`src/design/fpl_config.svh`:
```
`ifndef FPL_CONFIG_SVH
`define FPL_CONFIG_SVH

// issue lanes sharing one converter
`define FPL_LANES 3

// width of the tag that travels with each operation
`define FPL_TAG_W 4

// canonical quiet nan, returned by min and max on a nan operand
`define FPL_QNAN 32'h7fc0_0000

`endif
```
`src/design/fpl_pkg.sv`:
```
package fpl_pkg;

  // lane operation codes
  // codes 5 to 7 are unused and return operand a flagged invalid
  typedef enum logic [2:0] {
    op_neg = 3'd0,
    op_abs = 3'd1,
    op_min = 3'd2,
    op_max = 3'd3,
    op_cvt = 3'd4
  } fpl_op_e;

  // single precision operand word
  // the fields view serves sign handling and conversion,
  // the raw view serves the ordered magnitude compare
  typedef union packed {
    struct packed {
      logic        sign;
      // biased by 127
      logic [7:0]  exp;
      logic [22:0] frac;
    } f;
    logic [31:0] raw;
  } fpl_word_u;

endpackage

```
`src/design/fpl_cvt_if.sv`:
```
`timescale 1ns/1ps

// conversion request and reply between one lane and the arbiter
interface fpl_cvt_if;

  // level, held by the lane until grant
  logic               req;
  fpl_pkg::fpl_word_u operand;
  // one-cycle pulses from the arbiter
  logic               grant;
  logic               done;
  // valid only while done is high
  logic [31:0]        result;
  logic               invalid;

  modport lane (
    output req,
    output operand,
    input  grant,
    input  done,
    input  result,
    input  invalid
  );

  modport arb (
    input  req,
    input  operand,
    output grant,
    output done,
    output result,
    output invalid
  );

endinterface

```
`src/design/fpl_cluster.sv`:
```
`timescale 1ns/1ps
`include "fpl_config.svh"

module fpl_cluster (
  input  logic                  clk,
  input  logic                  rst_n,
  // lane 0
  input  logic                  lane_0_en,
  input  fpl_pkg::fpl_op_e      lane_0_op,
  input  logic [31:0]           lane_0_a,
  input  logic [31:0]           lane_0_b,
  input  logic [`FPL_TAG_W-1:0] lane_0_tag,
  output logic                  lane_0_ret_en,
  output logic [31:0]           lane_0_res,
  output logic [`FPL_TAG_W-1:0] lane_0_ret_tag,
  output logic                  lane_0_invalid,
  // lane 1
  input  logic                  lane_1_en,
  input  fpl_pkg::fpl_op_e      lane_1_op,
  input  logic [31:0]           lane_1_a,
  input  logic [31:0]           lane_1_b,
  input  logic [`FPL_TAG_W-1:0] lane_1_tag,
  output logic                  lane_1_ret_en,
  output logic [31:0]           lane_1_res,
  output logic [`FPL_TAG_W-1:0] lane_1_ret_tag,
  output logic                  lane_1_invalid,
  // lane 2
  input  logic                  lane_2_en,
  input  fpl_pkg::fpl_op_e      lane_2_op,
  input  logic [31:0]           lane_2_a,
  input  logic [31:0]           lane_2_b,
  input  logic [`FPL_TAG_W-1:0] lane_2_tag,
  output logic                  lane_2_ret_en,
  output logic [31:0]           lane_2_res,
  output logic [`FPL_TAG_W-1:0] lane_2_ret_tag,
  output logic                  lane_2_invalid
);

  fpl_pkg::fpl_word_u cvt_in_word;
  logic               cvt_in_valid;
  logic               cvt_out_valid;
  logic [31:0]        cvt_out_int;
  logic               cvt_out_invalid;

  // one request channel per lane into the arbiter
  fpl_cvt_if cvt_if [`FPL_LANES] ();

  fpl_lane i_lane_0 (
    .clk     (clk),
    .rst_n   (rst_n),
    .en      (lane_0_en),
    .op      (lane_0_op),
    .a       (lane_0_a),
    .b       (lane_0_b),
    .tag     (lane_0_tag),
    .cvt     (cvt_if[0]),
    .ret_en  (lane_0_ret_en),
    .res     (lane_0_res),
    .ret_tag (lane_0_ret_tag),
    .invalid (lane_0_invalid)
  );

  fpl_lane i_lane_1 (
    .clk     (clk),
    .rst_n   (rst_n),
    .en      (lane_1_en),
    .op      (lane_1_op),
    .a       (lane_1_a),
    .b       (lane_1_b),
    .tag     (lane_1_tag),
    .cvt     (cvt_if[1]),
    .ret_en  (lane_1_ret_en),
    .res     (lane_1_res),
    .ret_tag (lane_1_ret_tag),
    .invalid (lane_1_invalid)
  );

  fpl_lane i_lane_2 (
    .clk     (clk),
    .rst_n   (rst_n),
    .en      (lane_2_en),
    .op      (lane_2_op),
    .a       (lane_2_a),
    .b       (lane_2_b),
    .tag     (lane_2_tag),
    .cvt     (cvt_if[2]),
    .ret_en  (lane_2_ret_en),
    .res     (lane_2_res),
    .ret_tag (lane_2_ret_tag),
    .invalid (lane_2_invalid)
  );

  fpl_cvt_arbiter i_cvt_arbiter (
    .clk         (clk),
    .rst_n       (rst_n),
    .lanes       (cvt_if),
    .in_valid    (cvt_in_valid),
    .in_word     (cvt_in_word),
    .out_valid   (cvt_out_valid),
    .out_int     (cvt_out_int),
    .out_invalid (cvt_out_invalid)
  );

  // shared by all lanes
  fp_to_int i_fp_to_int (
    .clk         (clk),
    .rst_n       (rst_n),
    .in_valid    (cvt_in_valid),
    .in_word     (cvt_in_word),
    .out_valid   (cvt_out_valid),
    .out_int     (cvt_out_int),
    .out_invalid (cvt_out_invalid)
  );

endmodule

```
`src/design/fpl_cvt_arbiter.sv`:
```
`timescale 1ns/1ps
`include "fpl_config.svh"

module fpl_cvt_arbiter (
  input  logic               clk,
  input  logic               rst_n,
  fpl_cvt_if.arb             lanes [`FPL_LANES],
  output logic               in_valid,
  output fpl_pkg::fpl_word_u in_word,
  input  logic               out_valid,
  input  logic [31:0]        out_int,
  input  logic               out_invalid
);

  localparam int IDX_W = $clog2(`FPL_LANES);

  logic [`FPL_LANES-1:0] req;
  logic [`FPL_LANES-1:0] grant;
  fpl_pkg::fpl_word_u    operand [`FPL_LANES];
  // lane with first claim in the next cycle
  logic [IDX_W-1:0]      ptr;
  logic [IDX_W-1:0]      gidx;
  // owner of each conversion in flight
  logic [IDX_W-1:0]      idx_s1;
  logic [IDX_W-1:0]      idx_s2;

  for (genvar i = 0; i < `FPL_LANES; i++) begin : g_lane
    assign req[i]           = lanes[i].req;
    assign operand[i]       = lanes[i].operand;
    assign lanes[i].grant   = grant[i];
    assign lanes[i].done    = out_valid && (idx_s2 == IDX_W'(i));
    assign lanes[i].result  = out_int;
    assign lanes[i].invalid = out_invalid;
  end

  // scan from ptr upward with wrap, lowest offset wins
  always_comb begin
    int cand;
    grant = '0;
    gidx  = '0;
    for (int off = `FPL_LANES - 1; off >= 0; off--) begin
      cand = int'(ptr) + off;
      if (cand >= `FPL_LANES) begin
        cand = cand - `FPL_LANES;
      end
      if (req[IDX_W'(cand)]) begin
        gidx = IDX_W'(cand);
      end
    end
    if (req != '0) begin
      grant[gidx] = 1'b1;
    end
  end

  assign in_valid = |req;
  assign in_word  = operand[gidx];

  always_ff @(posedge clk) begin
    if (!rst_n) begin
      ptr <= '0;
    end else if (in_valid) begin
      ptr <= (gidx == IDX_W'(`FPL_LANES - 1)) ? '0 : gidx + IDX_W'(1);
    end
  end

  // index shifts in step with the two converter stages
  always_ff @(posedge clk) begin
    idx_s1 <= gidx;
    idx_s2 <= idx_s1;
  end

  // a request held while every other lane had its turn is served now
  for (genvar i = 0; i < `FPL_LANES; i++) begin : g_fair
    a_grant_fair: assert property (@(posedge clk) disable iff (!rst_n)
      req[i] && $past(req[i], `FPL_LANES - 1) |-> grant[i])
      else $error("conversion request passed over by the round robin");
  end

  a_cvt_latency: assert property (@(posedge clk) disable iff (!rst_n)
    in_valid |-> ##2 out_valid)
    else $error("converter result missing two cycles after capture");

  a_cvt_no_spurious: assert property (@(posedge clk) disable iff (!rst_n)
    out_valid |-> $past(in_valid, 2))
    else $error("converter result without a capture");

endmodule

```
`src/design/fpl_lane.sv`:
```
`timescale 1ns/1ps
`include "fpl_config.svh"

module fpl_lane (
  input  logic                  clk,
  input  logic                  rst_n,
  input  logic                  en,
  input  fpl_pkg::fpl_op_e      op,
  input  fpl_pkg::fpl_word_u    a,
  input  fpl_pkg::fpl_word_u    b,
  input  logic [`FPL_TAG_W-1:0] tag,
  fpl_cvt_if.lane               cvt,
  output logic                  ret_en,
  output logic [31:0]           res,
  output logic [`FPL_TAG_W-1:0] ret_tag,
  output logic                  invalid
);

  // issue stage, the payload stays put until the lane returns
  logic                  s1_vld;
  fpl_pkg::fpl_op_e      s1_op;
  fpl_pkg::fpl_word_u    s1_a;
  fpl_pkg::fpl_word_u    s1_b;
  logic [`FPL_TAG_W-1:0] s1_tag;

  // conversion progress
  logic                  req;
  logic                  wait_done;
  logic                  busy;

  fpl_pkg::fpl_word_u    loc_res;
  logic                  loc_inv;
  logic                  loc_ret;
  logic                  a_nan;
  logic                  b_nan;
  logic                  a_lt_b;

  assign busy    = s1_vld | req | wait_done;
  assign loc_ret = s1_vld && (s1_op != fpl_pkg::op_cvt);

  always_ff @(posedge clk) begin
    if (en) begin
      s1_op  <= op;
      s1_a   <= a;
      s1_b   <= b;
      s1_tag <= tag;
    end
  end

  always_ff @(posedge clk) begin
    if (!rst_n) begin
      s1_vld    <= 1'b0;
      req       <= 1'b0;
      wait_done <= 1'b0;
    end else begin
      s1_vld <= en;
      if (s1_vld && s1_op == fpl_pkg::op_cvt) begin
        req <= 1'b1;
      end else if (cvt.grant) begin
        req <= 1'b0;
      end
      if (req && cvt.grant) begin
        wait_done <= 1'b1;
      end else if (cvt.done) begin
        wait_done <= 1'b0;
      end
    end
  end

  // ordering on sign and raw magnitude, -0 sorts below +0
  always_comb begin
    a_nan = (s1_a.f.exp == 8'hff) && (s1_a.f.frac != '0);
    b_nan = (s1_b.f.exp == 8'hff) && (s1_b.f.frac != '0);
    if (s1_a.f.sign != s1_b.f.sign) begin
      a_lt_b = s1_a.f.sign;
    end else if (s1_a.f.sign) begin
      a_lt_b = s1_a.raw[30:0] > s1_b.raw[30:0];
    end else begin
      a_lt_b = s1_a.raw[30:0] < s1_b.raw[30:0];
    end
  end

  always_comb begin
    loc_res = s1_a;
    loc_inv = 1'b0;
    case (s1_op)
      fpl_pkg::op_neg: loc_res.f.sign = ~s1_a.f.sign;
      fpl_pkg::op_abs: loc_res.f.sign = 1'b0;
      fpl_pkg::op_min, fpl_pkg::op_max: begin
        if (a_nan || b_nan) begin
          loc_res.raw = `FPL_QNAN;
          loc_inv     = 1'b1;
        end else if (a_lt_b == (s1_op == fpl_pkg::op_max)) begin
          // min keeps b unless a is lower, max keeps b when a is lower
          loc_res = s1_b;
        end
      end
      default: loc_inv = 1'b1;
    endcase
  end

  assign cvt.req     = req;
  assign cvt.operand = s1_a;

  always_ff @(posedge clk) begin
    if (!rst_n) begin
      ret_en <= 1'b0;
    end else begin
      ret_en <= loc_ret | cvt.done;
    end
  end

  always_ff @(posedge clk) begin
    ret_tag <= s1_tag;
    if (cvt.done) begin
      res     <= cvt.result;
      invalid <= cvt.invalid;
    end else begin
      res     <= loc_res.raw;
      invalid <= loc_inv;
    end
  end

  // no new strobe before the last result has been returned
  a_no_issue_busy: assert property (@(posedge clk) disable iff (!rst_n) en |-> !busy)
    else $error("lane strobed while busy");

  // the arbiter only answers a lane it has granted
  a_done_owned: assert property (@(posedge clk) disable iff (!rst_n) cvt.done |-> wait_done)
    else $error("conversion done without a granted request");

endmodule

```
`src/design/fp_to_int.sv`:
```
`timescale 1ns/1ps

module fp_to_int (
  input  logic               clk,
  input  logic               rst_n,
  input  logic               in_valid,
  input  fpl_pkg::fpl_word_u in_word,
  output logic               out_valid,
  output logic [31:0]        out_int,
  output logic               out_invalid
);

  // biased exponents of 1.0 and 2^31
  localparam logic [7:0] EXP_ONE = 8'd127;
  localparam logic [7:0] EXP_TOP = 8'd158;

  logic        c_nan;
  logic        c_ovf;
  logic [4:0]  c_rsh;
  logic [31:0] c_mag;

  logic        s1_vld;
  logic        s1_sign;
  logic        s1_nan;
  logic        s1_ovf;
  logic [31:0] s1_mag;

  // stage one, classify and align
  always_comb begin
    c_nan = (in_word.f.exp == 8'hff) && (in_word.f.frac != '0);
    // exactly -2^31 still fits
    c_ovf = (in_word.f.exp > EXP_TOP) ||
            ((in_word.f.exp == EXP_TOP) && !(in_word.f.sign && in_word.f.frac == '0));
    c_rsh = 5'(EXP_TOP - in_word.f.exp);
    if (in_word.f.exp < EXP_ONE) begin
      c_mag = '0;
    end else begin
      // hidden bit at bit 31 stands for 2^31, shift down to the integer part
      c_mag = {1'b1, in_word.f.frac, 8'h00} >> c_rsh;
    end
  end

  always_ff @(posedge clk) begin
    if (!rst_n) begin
      s1_vld    <= 1'b0;
      out_valid <= 1'b0;
    end else begin
      s1_vld    <= in_valid;
      out_valid <= s1_vld;
    end
  end

  always_ff @(posedge clk) begin
    if (in_valid) begin
      s1_sign <= in_word.f.sign;
      s1_nan  <= c_nan;
      s1_ovf  <= c_ovf;
      s1_mag  <= c_mag;
    end
  end

  // stage two, sign and saturation
  always_ff @(posedge clk) begin
    if (s1_vld) begin
      out_invalid <= s1_nan | s1_ovf;
      if (s1_nan) begin
        out_int <= 32'h8000_0000;
      end else if (s1_ovf) begin
        out_int <= s1_sign ? 32'h8000_0000 : 32'h7fff_ffff;
      end else begin
        out_int <= s1_sign ? -s1_mag : s1_mag;
      end
    end
  end

endmodule

```
`config.mk`:
```
export PLATFORM = sky130hd
export DESIGN_NAME = fpl_cluster
export DESIGN_NICKNAME = d
export VERILOG_FILES = /design/src/design/fpl_pkg.sv /design/src/design/fpl_cvt_if.sv /design/src/design/fpl_cluster.sv /design/src/design/fpl_cvt_arbiter.sv /design/src/design/fpl_lane.sv /design/src/design/fp_to_int.sv
export VERILOG_INCLUDE_DIRS = /design/src /design/src/design
export SDC_FILE = /design/constraint.sdc
export NUM_CORES = 1
export LEC_CHECK = 0
export ABC_AREA = 1
export ABC_CLOCK_PERIOD_IN_PS = 3400
export BUFFER_PORTS_ARGS = -buffer_cell sky130_fd_sc_hd__buf_4
export CORE_MARGIN = 4
export CORE_UTILIZATION = 30
export DETAILED_ROUTE_END_ITERATION = 12
export GPL_ROUTABILITY_DRIVEN = 0
export SYNTH_ARGS = -nofsm -noshare
export SYNTH_HDL_FRONTEND = slang
export SYNTH_SLANG_ARGS = --single-unit
```
`constraint.sdc`:
```
create_clock -name clk -period 3.4 [get_ports clk]
set_clock_uncertainty 0.15 [all_clocks]
set_input_delay 0.17 -clock clk [delete_from_list [all_inputs] [get_ports clk]]
set_output_delay 0.17 -clock clk [all_outputs]
set_load 0.1 [all_outputs]
```
After elaboration in Yosys (flattened, before gate mapping)
Index checks and enable logic that the tools add are counted.
{"block": "totals", "reg_bits": 409, "wordCells": 215}
{"block": "classes", "bitwise_logic": 8, "n_reduce_logical": 47, "n_eq_ne": 32, "addsub": 8, "muxes": 61, "magnitude_cmp": 17, "shifts": 1}
{"operator": "32-bit two-way mux", "n": 14}
{"operator": "23-bit nonzero test", "n": 7}
{"operator": "31-bit greater-than comparator", "n": 3}
{"operator": "31-bit less-than comparator", "n": 3}
{"operator": "31-bit two-way mux", "n": 3}
{"operator": "32-bit binary-select mux with 2-bit select", "n": 1}
{"operator": "8-bit equality test, second input constant", "n": 8}
{"operator": "32-bit negator", "n": 1}
{"operator": "32-bit by 5-bit >> shifter with 32-bit output", "n": 1}
{"operator": "1-bit two-way mux", "n": 25}
{"operator": "23-bit zero test", "n": 1}
{"operator": "1-bit logical AND", "n": 19}
{"operator": "3-bit by 2-bit equality test with 1-bit output, second input constant", "n": 6}
{"operator": "2-bit two-way mux", "n": 7}
{"operator": "2-bit by 4-bit less-than comparator with 1-bit output, second input constant", "n": 3}
{"operator": "2-bit OR reduction", "n": 6}
{"operator": "3-bit by 1-bit equality test with 1-bit output, second input constant", "n": 3}
{"operator": "3-bit equality test, second input constant", "n": 3}
{"operator": "3-bit zero test", "n": 3}
{"operator": "3-bit inequality test, second input constant", "n": 3}
{"operator": "1-bit case mux with 3 select lines", "n": 3}
{"operator": "8-bit greater-than comparator, second input constant", "n": 1}
{"operator": "8-bit by 7-bit less-than comparator with 1-bit output, second input constant", "n": 1}
{"operator": "1-bit binary-select mux with 2-bit select", "n": 3}
{"operator": "other kinds (27)", "n": 46}

Longest topological paths before layout
Gate-level depths: netlist (run 1).
{"block": "depth", "ltp_word": 18, "ltp_mapped": 25, "depth_no_buf": 22}

Hierarchy
From an unflattened synthesis (run 1), not the netlist that was laid out.
{"block": "hier_totals", "cells_unflattened": 3026, "hier_area_um2": 23836.6}
{"mod": "fpl_lane", "area_per_inst_um2": 5484.0, "n_inst": 3, "seq_area_each_um2": 2932.8, "cells_per_inst": 628}
{"mod": "fp_to_int", "area_per_inst_um2": 5183.7, "n_inst": 1, "seq_area_each_um2": 2082.0, "cells_per_inst": 739}
{"mod": "fpl_cvt_arbiter", "area_per_inst_um2": 2200.9, "n_inst": 1, "seq_area_each_um2": 120.1, "cells_per_inst": 403}

Least setup slack after synthesis (run 1)
No wires, ideal clock.
{"block": "synth_timing", "path_type": "register to register", "from": "register i_cvt_arbiter.ptr[0]", "to": "register i_fp_to_int.s1_mag[8] (data pin)", "arrival_ps": 3054, "t_required_ps": 3000, "n_path_buf": 4, "setup_slack_ps": -54, "path_stages_with_launch": 25, "setup_time_ps": 250, "period_less_slack_ps": 3454, "path_cell_list": "dfxtp_1 > inv_1 > ha_1 > inv_1 > nand3_1 > nand2_1 > nand2_1 > nand2_4 > nand2_4 > buf_6 > nand3_2 > nand2_1 > nor2_4 > buf_2 > ha_1 > clkbuf_1 > inv_1 > clkbuf_1 > nand3_1 > nand3_1 > nand2_1 > nand2_1 > nand3_1 > nand2_1 > inv_1"}
{"block": "synth_between", "elab_chain_len": 15, "elab_cells_between_ends": 30, "cone_classes": "add/sub (6); order compare (4); shift (1); mux (18); bitwise (1)"}
{"item": "start: declaration", "line": "fpl_cvt_arbiter.sv:21", "text": "logic [IDX_W-1:0] ptr;"}
{"item": "start signal: assignment", "line": "fpl_cvt_arbiter.sv:62", "text": "ptr <= (gidx == IDX_W'(`FPL_LANES - 1)) ? '0 : gidx + IDX_W'(1);"}
{"item": "2-bit by 2-bit adder with 3-bit output", "line": "fpl_cvt_arbiter.sv:42", "text": "cand = int'(ptr) + off;"}
{"item": "3-bit by 2-bit greater-or-equal comparator with 1-bit output (no line) or 2-bit by 1-bit subtractor with 2-bit output (tied branches)"}
{"item": "2-bit two-way mux", "line": "fpl_cvt_arbiter.sv:43", "text": "if (cand >= `FPL_LANES) begin"}
{"item": "1-bit binary-select mux with 2-bit select", "line": "fpl_cvt_arbiter.sv:46", "text": "if (req[IDX_W'(cand)]) begin"}
{"item": "1-bit two-way mux (implied by the code) (2 in a row)", "line": "fpl_cvt_arbiter.sv:46"}
{"item": "2-bit two-way mux (2 in a row)", "line": "fpl_cvt_arbiter.sv:46"}
{"item": "2-bit two-way mux (*)", "line": "fpl_cvt_arbiter.sv:46"}
{"item": "2-bit NOT with 3-bit output (implied by the code) (*)", "line": "fpl_cvt_arbiter.sv:56", "text": "assign in_word = operand[gidx];"}
{"item": "32-bit binary-select mux with 2-bit select (*)", "line": "fpl_cvt_arbiter.sv:56"}
{"item": "32-bit two-way mux (implied by the code) (*) (2 in a row)", "line": "fpl_cvt_arbiter.sv:56"}
{"item": "5-bit subtractor", "line": "fp_to_int.sv:34", "text": "c_rsh = 5'(EXP_TOP - in_word.f.exp);"}
{"item": "32-bit by 5-bit >> shifter with 32-bit output", "line": "fp_to_int.sv:39", "text": "c_mag = {1'b1, in_word.f.frac, 8'h00} >> c_rsh;"}
{"item": "end signal: assignment", "line": "fp_to_int.sv:58", "text": "s1_mag <= c_mag;"}
{"item": "end: declaration", "line": "fp_to_int.sv:26", "text": "logic [31:0] s1_mag;"}
Mark *: on every way between the ends. The rest lies on a longest branch, timed or not. The select of a mux whose other input is x is not followed.
A chain may end at the register's enable or synchronous reset.

Final worst setup path (run 1)
{"block": "layout_timing", "from": "register i_cvt_arbiter.ptr[0]", "to": "register i_fp_to_int.s1_mag[5] (data pin)"}
Same word-level chain as after synthesis.

==> metrics.md, run 1 <==
| Metric | Value |
|---|---|
| Status | finished, final reports clean |
| Element type at the critical path end | flop |
| Drt drc | 0 |
| Worst-path clk slew | 0.06 ns |
| Dpl hpwl | 62210 µm |
| Worst path required time | 3.65 ns |
| Crit Path Max Fanout | 19 |
| Initial antenna violation count | 1 |
| Post-synth top area cell | edfxtp_1 |
| CP arrival | 3.42 ns |
| Post-Synthesis Net Count | 2835 |
| Count leader, synth | nand2_1 |
| Power density over the cells | 631.5 nW/µm² |
| Final setup viols | 0 |
| Slew @ Worst Pin | 1.008 ns |
| Post-synth EDFFs | 281 |
| Main synth FF type | edfxtp_1 |
| Area contributors post-synth | edfxtp_1 40%, nand2_1 13%, dfxtp_1 12% |
| DR WL/cell | 19.67 µm |
| # Max-Cap Violations | 0 |
| Routed Antenna Nets | 0 |
| Synthesis Warnings | 0 |
| RSZ-0062 raised after global routing | yes |
| Pin count of the biggest net entering global routing | 73 |
| Yosys top cell area share | 39.66% |
| Top cell types by occurrence after synthesis | 740 x nand2_1, 302 x inv_1, 281 x edfxtp_1, 251 x nand3_1, 200 x o21ai_0 |
| Number of fillers in the final layout | 6975 |
| Via density | 4.889 |
| Num CTS Buffers | 45 |
| Global-route wire length before repair | 116200 µm |
| Clock Latency Late Sink | 0.59 ns |
| Asr flop ratio synth | 0% |
| VDD IR max | 0.0004751 V |
| Layout area overhead | 35.89% |
| Core Box Area | 70150 µm² |
| Fin nets | 3418 |
| Final total power | 18260 µW |
| Initial Util | 30.33% |
| Setup crit start kind | flop |
| Crit path largest cell delay | 0.33 ns |
| Tcrit/Tclk final | 93.36% |
| Die Span Y | 274.3 µm |
| Syn_area_per_cell | 8.447 µm² |
| Clock sinks | 409 |
| Hold Crit Class | in -> reg |
| Post-layout min period | 3.174 ns |
| Placed Area | 25130 µm² |
| Vias in the first global route | 19.29k |
| Crit-path cells | inv_1 > ha_4 > inv_1 > nand3_1 > nand2_1 > nand2_1 > nand2_4 > nand2_4 > buf_4 > buf_4 > nand3_1 > nand3_1 > nand2_1 > nand3_1 > nand3_1 > nand2_1 > nand2_1 > nand2_1 > inv_1 > a21oi_1 |
| Finished Cell Area | 28910 µm² |
| Total die area | 75250 µm² |
| Hold Vio Cnt, Final | 0 |
| CP Class | reg -> reg |
| CTS tree | built |
| LEAKAGE | 0.01322 µW |
| DIE WIDTH | 274.3 µm |
| Row count | 97 |
| Synth cell types | 45 |
| DRT iter0 DRCs | 1967 |
| Routed Wire Length | 80260 µm |
| GRT Util Overall | 20.49% |
| Ports | 332 |
| Via count | 19.95k |
| Seq/Total Area, Yosys | 51.70% |
| Number of I/O port buffers | 331 |
| Rel. slew slack | 32.70% |
| Maximum clock rate | 315.0 MHz |
| GRT overflow | 0 |
| Flops & latches, synth | 409 |
| Drt first pass iters | 6 |
| CTS Buffer Depth | 3 |
| Cells after synthesis | 2519 |
| H-Tree Depth | 2 |
| Root buffer cell | clkbuf_16 |
| Mapped Area | 21280 µm² |
| Fraction of layout cells with a size suffix above 1 | 18.00% |
| Slowest-stage cell, CP | dfxtp_1 |
| Most used cell, CP | nand2_1 |
| Max-slew violation count | 0 |
| Setup Buffers After CTS | 0 |
[per-layer routing]
layer  GRT usage, %  routed length (µm)  up-vias
li1               -                   -     9594
met1          24.57               30830     9293
met4          11.76                5236        2
met2          34.53               38090      863
met5              0                  10        -
met3          3.719                6091      197
[registers in the layout (all words and copies together), names as in the netlist, 32 cells and up]
register and cells:
i_fp_to_int.out_int 32, i_fp_to_int.s1_mag 32, i_lane_0.cvt.operand 32, i_lane_0.res 32
i_lane_0.s1_b 32, i_lane_1.cvt.operand 32, i_lane_1.res 32, i_lane_1.s1_b 32
i_lane_2.cvt.operand 32, i_lane_2.res 32, i_lane_2.s1_b 32
[final timing paths]
| path | startpoint | slack (ns) | end | cells after the start |
|---|---|---|---|---|
| setup / recovery | i_cvt_arbiter.ptr[0] | 0.23 | i_fp_to_int.s1_mag[5] | 20 |
| hold / removal | lane_1_en | 0.1 | i_lane_1.s1_tag[2] | 1 |
| setup reg to reg | i_cvt_arbiter.ptr[0] | 0.23 | i_fp_to_int.s1_mag[5] | 20 |
| hold reg to reg | i_cvt_arbiter.idx_s1[0] | 0.18 | i_cvt_arbiter.idx_s2[0] | 0 |
[power by group]
group	switching [µW]	leakage, µW	internal, µW
Combinational	4720	0.00870	2080
Clock	2050	0.000740	3020
Sequential	473	0.00379	5920
Total	7240	0.0132	11000
[area by class of cell]
class | count | area, µm² | share of cell area [%]
antenna | 1 | 2.502 | 0.008655
clock buffer | 63 | 1276 | 4.414
clock inverter | 21 | 257.7 | 0.8914
inverter | 317 | 1199 | 4.146
multi-input combinational | 1714 | 8767 | 30.32
sequential | 409 | 11000 | 38.05
tap | 940 | 1176 | 4.068
timing repair buffer | 615 | 5235 | 18.11
[layout by cell type, fill, tap and decap left out, drive strengths merged, types with 63 or more instances in the layout]
cell type    instances
nand2              749
buf                401
inv                316
edfxtp             281
nand3              264
dlygate4sd3        214
o21ai              204
dfxtp              128
nor2               119
a21oi              105
ha                  98
clkbuf              63
[critical path, delay by kind of cell (launching register included)]
kind | cells | cell delay (ns)
adder cells (fa/ha/maj) | 1 | 0.29
AND/OR/NAND/NOR | 13 | 1.43
buffers and inverters | 5 | 0.63
flip-flops | 1 | 0.33
AO/OA/AOI/OAI | 1 | 0.16
[kinds of logic after synthesis]
kind of cell,count (synthesis),share of synthesized area [%]
buf+inv,396,7.550
xor+xnor,5,0.3822
simple gates,1278,26.47
flops,409,51.70
compound gates,333,8.132
fa+ha+maj,98,5.763
[stage by stage]
step	utilization [%]	setup slack, ns	std cells	hold WS, ns	TNS (ns)
after floorplan	-	0.04641	2519	0.1135	0
after global placement	35.82	0.1334	3781	0.1603	0
after detailed placement	35.82	0.02858	3781	0.1636	0
after CTS	41.06	0.03531	4079	0.05596	0
after global routing	41.21	-0.01663	4079	0.1143	-0.02689
final	41.22	0.2258	4080	0.09618	0
[timing repair]
action                     4_1_cts  5_1_grt
gates resized for setup          0       23
hold endpoints to repair       224        0
setup endpoints to repair        0       60
hold buffers                   214        0
No activity file was read; power rests on OpenSTA's default activity.
==> inputs of run 2 (changes only) <==
--- a/config.mk
+++ b/config.mk
@@ -7,12 +7,14 @@
 export NUM_CORES = 1
 export LEC_CHECK = 0
 export ABC_AREA = 1
-export ABC_CLOCK_PERIOD_IN_PS = 3400
+export ABC_CLOCK_PERIOD_IN_PS = 4100
 export BUFFER_PORTS_ARGS = -buffer_cell sky130_fd_sc_hd__buf_4
 export CORE_MARGIN = 4
 export CORE_UTILIZATION = 30
 export DETAILED_ROUTE_END_ITERATION = 12
 export GPL_ROUTABILITY_DRIVEN = 0
+export MAX_ROUTING_LAYER = met4
 export SYNTH_ARGS = -nofsm -noshare
 export SYNTH_HDL_FRONTEND = slang
+export SYNTH_HIERARCHICAL = 1
 export SYNTH_SLANG_ARGS = --single-unit
==> constraint.sdc (replaced) <==
create_clock -name clk -period 4.1 [get_ports clk]
set_clock_uncertainty 0.15 [all_clocks]
set_input_delay 0.205 -clock clk [delete_from_list [all_inputs] [get_ports clk]]
set_output_delay 0.205 -clock clk [all_outputs]
set_load 0.1 [all_outputs]
==> run 2 against run 1 <==
Net effect:
- clock power decreased by 14%
- wire length increased by 7.2%
- sequential power decreased by 17%
- sequential share of layout area decreased by 1.6 points
- critical endpoint is now i_fp_to_int/s1_mag[1]
- critical path type unchanged
- global-route usage decreased by 0.38 points
- register-to-register slack improved by 0.08 ns
- final area increased by 4.4%
- via count increased by 7.4%
- die area increased by 12%
- total power decreased by 17%
==> metrics.md, run 2 <==
| Metric | Value |
|---|---|
| DIE WIDTH | 289.9 µm (was 274.3 µm) |
| Power density over the cells | 502.4 nW/µm² (was 631.5 nW/µm²) |
| Xor/xnor cell area share of the yosys netlist | 0% (was 0.3822%) |
| LEAKAGE | 0.01468 µW (was 0.01322 µW) |
| Fin nets | 3765 (was 3418) |
| Dpl hpwl | 65810 µm (was 62210 µm) |
| Worst hold margin | 0.1004 ns (was 0.09618 ns) |
| Main synth FF type | edfxtp_1 (unchanged) |
| Commonest non-fill, non-tap cell in the layout | nand2_1 (unchanged) |
| Mapped Area | 23840 µm² (was 21280 µm²) |
| Post-Synthesis Net Count | 3345 (was 2835) |
| Synth cell types | 42 (was 45) |
| Top cell types by occurrence after synthesis | 1100 x nand2_1, 433 x inv_1, 281 x edfxtp_1, 259 x nand3_1, 128 x dfxtp_1 (was 740 x nand2_1, 302 x inv_1, 281 x edfxtp_1, 251 x nand3_1, 200 x o21ai_0) |
| Crit Path Max Fanout | 18 (was 19) |
| Via density | 4.720 (was 4.889) |
| Vias in the first global route | 20.60k (was 19.29k) |
| Post-layout min period | 3.795 ns (was 3.174 ns) |
| CTS Buffer Depth | 3 (unchanged) |
| Tcrit/Tclk final | 92.57% (was 93.36%) |
| Root buffer cell | clkbuf_16 (unchanged) |
| GRT Util Overall | 20.10% (was 20.49%) |
| Setup crit start kind | flop (unchanged) |
| P_int | 8959 µW (was 11020 µW) |
| Post-synth top area cell | edfxtp_1 (unchanged) |
| Initial antenna violation count | 3 (was 1) |
| Commonest non-fill, non-tap cells in the layout | 1100 x nand2_1, 433 x inv_1, 351 x buf_4 (was 738 x nand2_1, 393 x buf_4, 301 x inv_1) |
| Drt first pass iters | 6 (unchanged) |
| Hold Vio Cnt, Final | 0 (unchanged) |
| Routed Wire Length | 86000 µm (was 80260 µm) |
| Global-route wire length before repair | 126400 µm (was 116200 µm) |
| Area fraction in compound gates after synthesis | 4.677% (was 8.132%) |
| Asr flop ratio synth | 0% (unchanged) |
| Cells after synthesis | 3026 (was 2519) |
| Fraction of layout cells with a size suffix above 1 | 16.64% (was 18.00%) |
| Total die area | 84030 µm² (was 75250 µm²) |
| Part of the power in registers | 34.9% (was 35.0%) |
| Flops & latches, synth | 409 (unchanged) |
| Max-slew violation count | 0 (unchanged) |
| Initial Util | 30.22% (was 30.33%) |
| Num CTS Buffers | 48 (was 45) |
| Via count | 21.42k (was 19.95k) |
| Number of I/O port buffers | 331 (unchanged) |
| Die Span Y | 289.9 µm (was 274.3 µm) |
| RSZ-0062 raised after global routing | no (was yes) |
| Worst-path clk slew | 0.06 ns (about the same) |
| Hold Crit Class | in -> reg (unchanged) |
| Pin count of the biggest net entering global routing | 73 (unchanged) |
| Combinational Power Share | 36.4% (was 37.3%) |
| Final setup viols | 0 (unchanged) |
| Yosys top cell area share | 35.40% (was 39.66%) |
| Status | finished, final reports clean (unchanged) |
| Sw Pwr | 6205 µW (was 7243 µW) |
| Rel. slew slack | 36.49% (was 32.70%) |
| VDD IR max | 0.0002899 V (was 0.0004751 V) |
| GRT overflow | 0 (unchanged) |
| Clock sinks | 409 (unchanged) |
| Seq/Total Area, Yosys | 46.15% (was 51.70%) |
| Element type at the critical path end | flop (unchanged) |
| Layout area overhead | 26.62% (was 35.89%) |
| Main combinational cell family by area after synthesis | simple AND/OR/NAND/NOR gates (unchanged) |
| R2R setup slack | 0.30 ns (was 0.23 ns) |
| Count leader, synth | nand2_1 (unchanged) |
| DRT iter0 DRCs | 2203 (was 1967) |
| Drt drc | 0 (unchanged) |
| Worst path required time | 4.38 ns (was 3.65 ns) |
| Area contributors post-synth | edfxtp_1 35%, nand2_1 17%, dfxtp_1 11% (was edfxtp_1 40%, nand2_1 13%, dfxtp_1 12%) |
| Clock Latency Late Sink | 0.60 ns (was 0.59 ns) |
| Syn_area_per_cell | 7.877 µm² (was 8.447 µm²) |
| H-Tree Depth | 2 (unchanged) |
| Setup TNS | 0 ns (unchanged) |
| Net Sw Frac | 40.92% (was 39.67%) |
| Synthesis Warnings | 6 (was 0) |
| Number of fillers in the final layout | 8127 (was 6975) |
| Clock share of power | 28.7% (was 27.7%) |
| Slew @ Worst Pin | 0.9526 ns (was 1.008 ns) |
| Adder-Cell Fraction of Synth Area | 5.428% (was 5.763%) |
| # Max-Cap Violations | 0 (unchanged) |
| CP arrival | 4.08 ns (was 3.42 ns) |
| Multiplexer share of the synthesized area | 0% (unchanged) |
| Post-synth EDFFs | 281 (unchanged) |
| CP Class | reg -> reg (unchanged) |
| CTS tree | built (unchanged) |
| Setup Buffers After CTS | 0 (unchanged) |
| Synth Area in Simple Gates | 30.94% (was 26.47%) |
| Core Box Area | 78870 µm² (was 70150 µm²) |
| Maximum clock rate | 263.5 MHz (was 315.0 MHz) |
| DR WL/cell | 18.95 µm (was 19.67 µm) |
| Ports | 332 (unchanged) |
| Routed Antenna Nets | 0 (unchanged) |
| Row count | 103 (was 97) |
[run 2: cell count changes in the layout (fill, tap and decap cells not counted), moves of 12 or more]
| cell | delta |
|---|---|
| nand3_1 | +12 |
| inv_1 | +132 |
| nand4_1 | +15 |
| nand2_1 | +362 |
| nand2_2 | +45 |
| o21ai_0 | -149 |
| a21oi_1 | -36 |
| nor4_1 | -12 |
| buf_4 | -42 |
| o21bai_2 | +24 |
[run 2: cell type report]
cell class / instances / area, µm² / share of cell area (%)
Sequential cell: 409 / 11000 / 36.45
Clock buffer: 68 / 1369 / 4.535
Tap cell: 1050 / 1314 / 4.353
Antenna cell: 2 / 5.005 / 0.01658
Inverter: 443 / 1670 / 5.534
Multi-Input combinational cell: 1979 / 9802 / 32.48
Clock inverter: 22 / 245.2 / 0.8125
Timing Repair Buffer: 565 / 4777 / 15.83
[run 2: through the flow]
| stage | total power (µW) | area [µm²] | setup WS [ns] | std cells | util (%) |
|---|---|---|---|---|---|
| 2_1_floorplan | 9236 | 23840 | 0.5730 | 3026 | - |
| 3_3_place_gp | 10580 | 26410 | 0.3874 | 4232 | 33.49 |
| 3_5_place_dp | 10600 | 26410 | 0.3423 | 4232 | 33.49 |
| 4_1_cts | 15210 | 30170 | 0.3199 | 4536 | 38.25 |
| 5_1_grt | 15900 | 30180 | 0.001068 | 4538 | 38.27 |
| 6_report | 15160 | 30180 | 0.3047 | 4538 | 38.27 |
[run 2: critical path: stages (launching register included)]
cell     delay [ns]
dfxtp_1        0.35
inv_1          0.07
ha_1           0.34
inv_2          0.10
nand2_1        0.07
o21ai_1        0.13
nand3_1        0.13
nand2_2        0.21
inv_2          0.15
buf_4          0.22
nand3_1        0.10
nand2_1        0.15
nand3_1        0.11
nand2_1        0.07
nand2_2        0.32
inv_2          0.25
nor2_4         0.35
nand2_1        0.09
and2_1         0.14
a21oi_1        0.13
[run 2: cells by family (layout without fill, tap and decap cells)]
kind of cell / Yosys count / count (layout)
compound gates: 176 / 176
fa+ha+maj: 104 / 104
other cells: 0 / 2
flops: 409 / 409
simple gates: 1699 / 1699
buf+inv: 638 / 1098
[run 2: power groups by stage]
stage	clock, µW	sequential [µW]	combinational (µW)
floorplan	0	6530	2710
global placement	0	5380	5210
detailed placement	0	5370	5230
CTS	4490	5290	5430
global route	4630	5320	5940
finish	4360	5290	5510
[run 2: what timing repair did]
action / in CTS / in global routing
endpoints found under the hold margin: 226 / 0
endpoints found under the setup margin: 0 / 18
resized for setup: 0 / 3
hold buffers: 214 / 0
[run 2: worst paths after layout]
path / startpoint / to / depth (start not counted)
setup / recovery: i_cvt_arbiter/ptr[0] / i_fp_to_int/s1_mag[1] / 19
hold reg to reg: i_cvt_arbiter/idx_s1[0] / i_cvt_arbiter/idx_s2[0] / 0
setup reg to reg: i_cvt_arbiter/ptr[0] / i_fp_to_int/s1_mag[1] / 19
hold / removal: lane_2_en / i_lane_2/s1_vld / 3
[run 2: metal layers]
layer  routed length, µm  track usage [%]  vias up
met5                   0                -        -
li1                    -                -    10413
met4                4022            8.228        0
met3                6177            3.567      188
met2               39760            31.94      888
met1               36050            25.43     9931
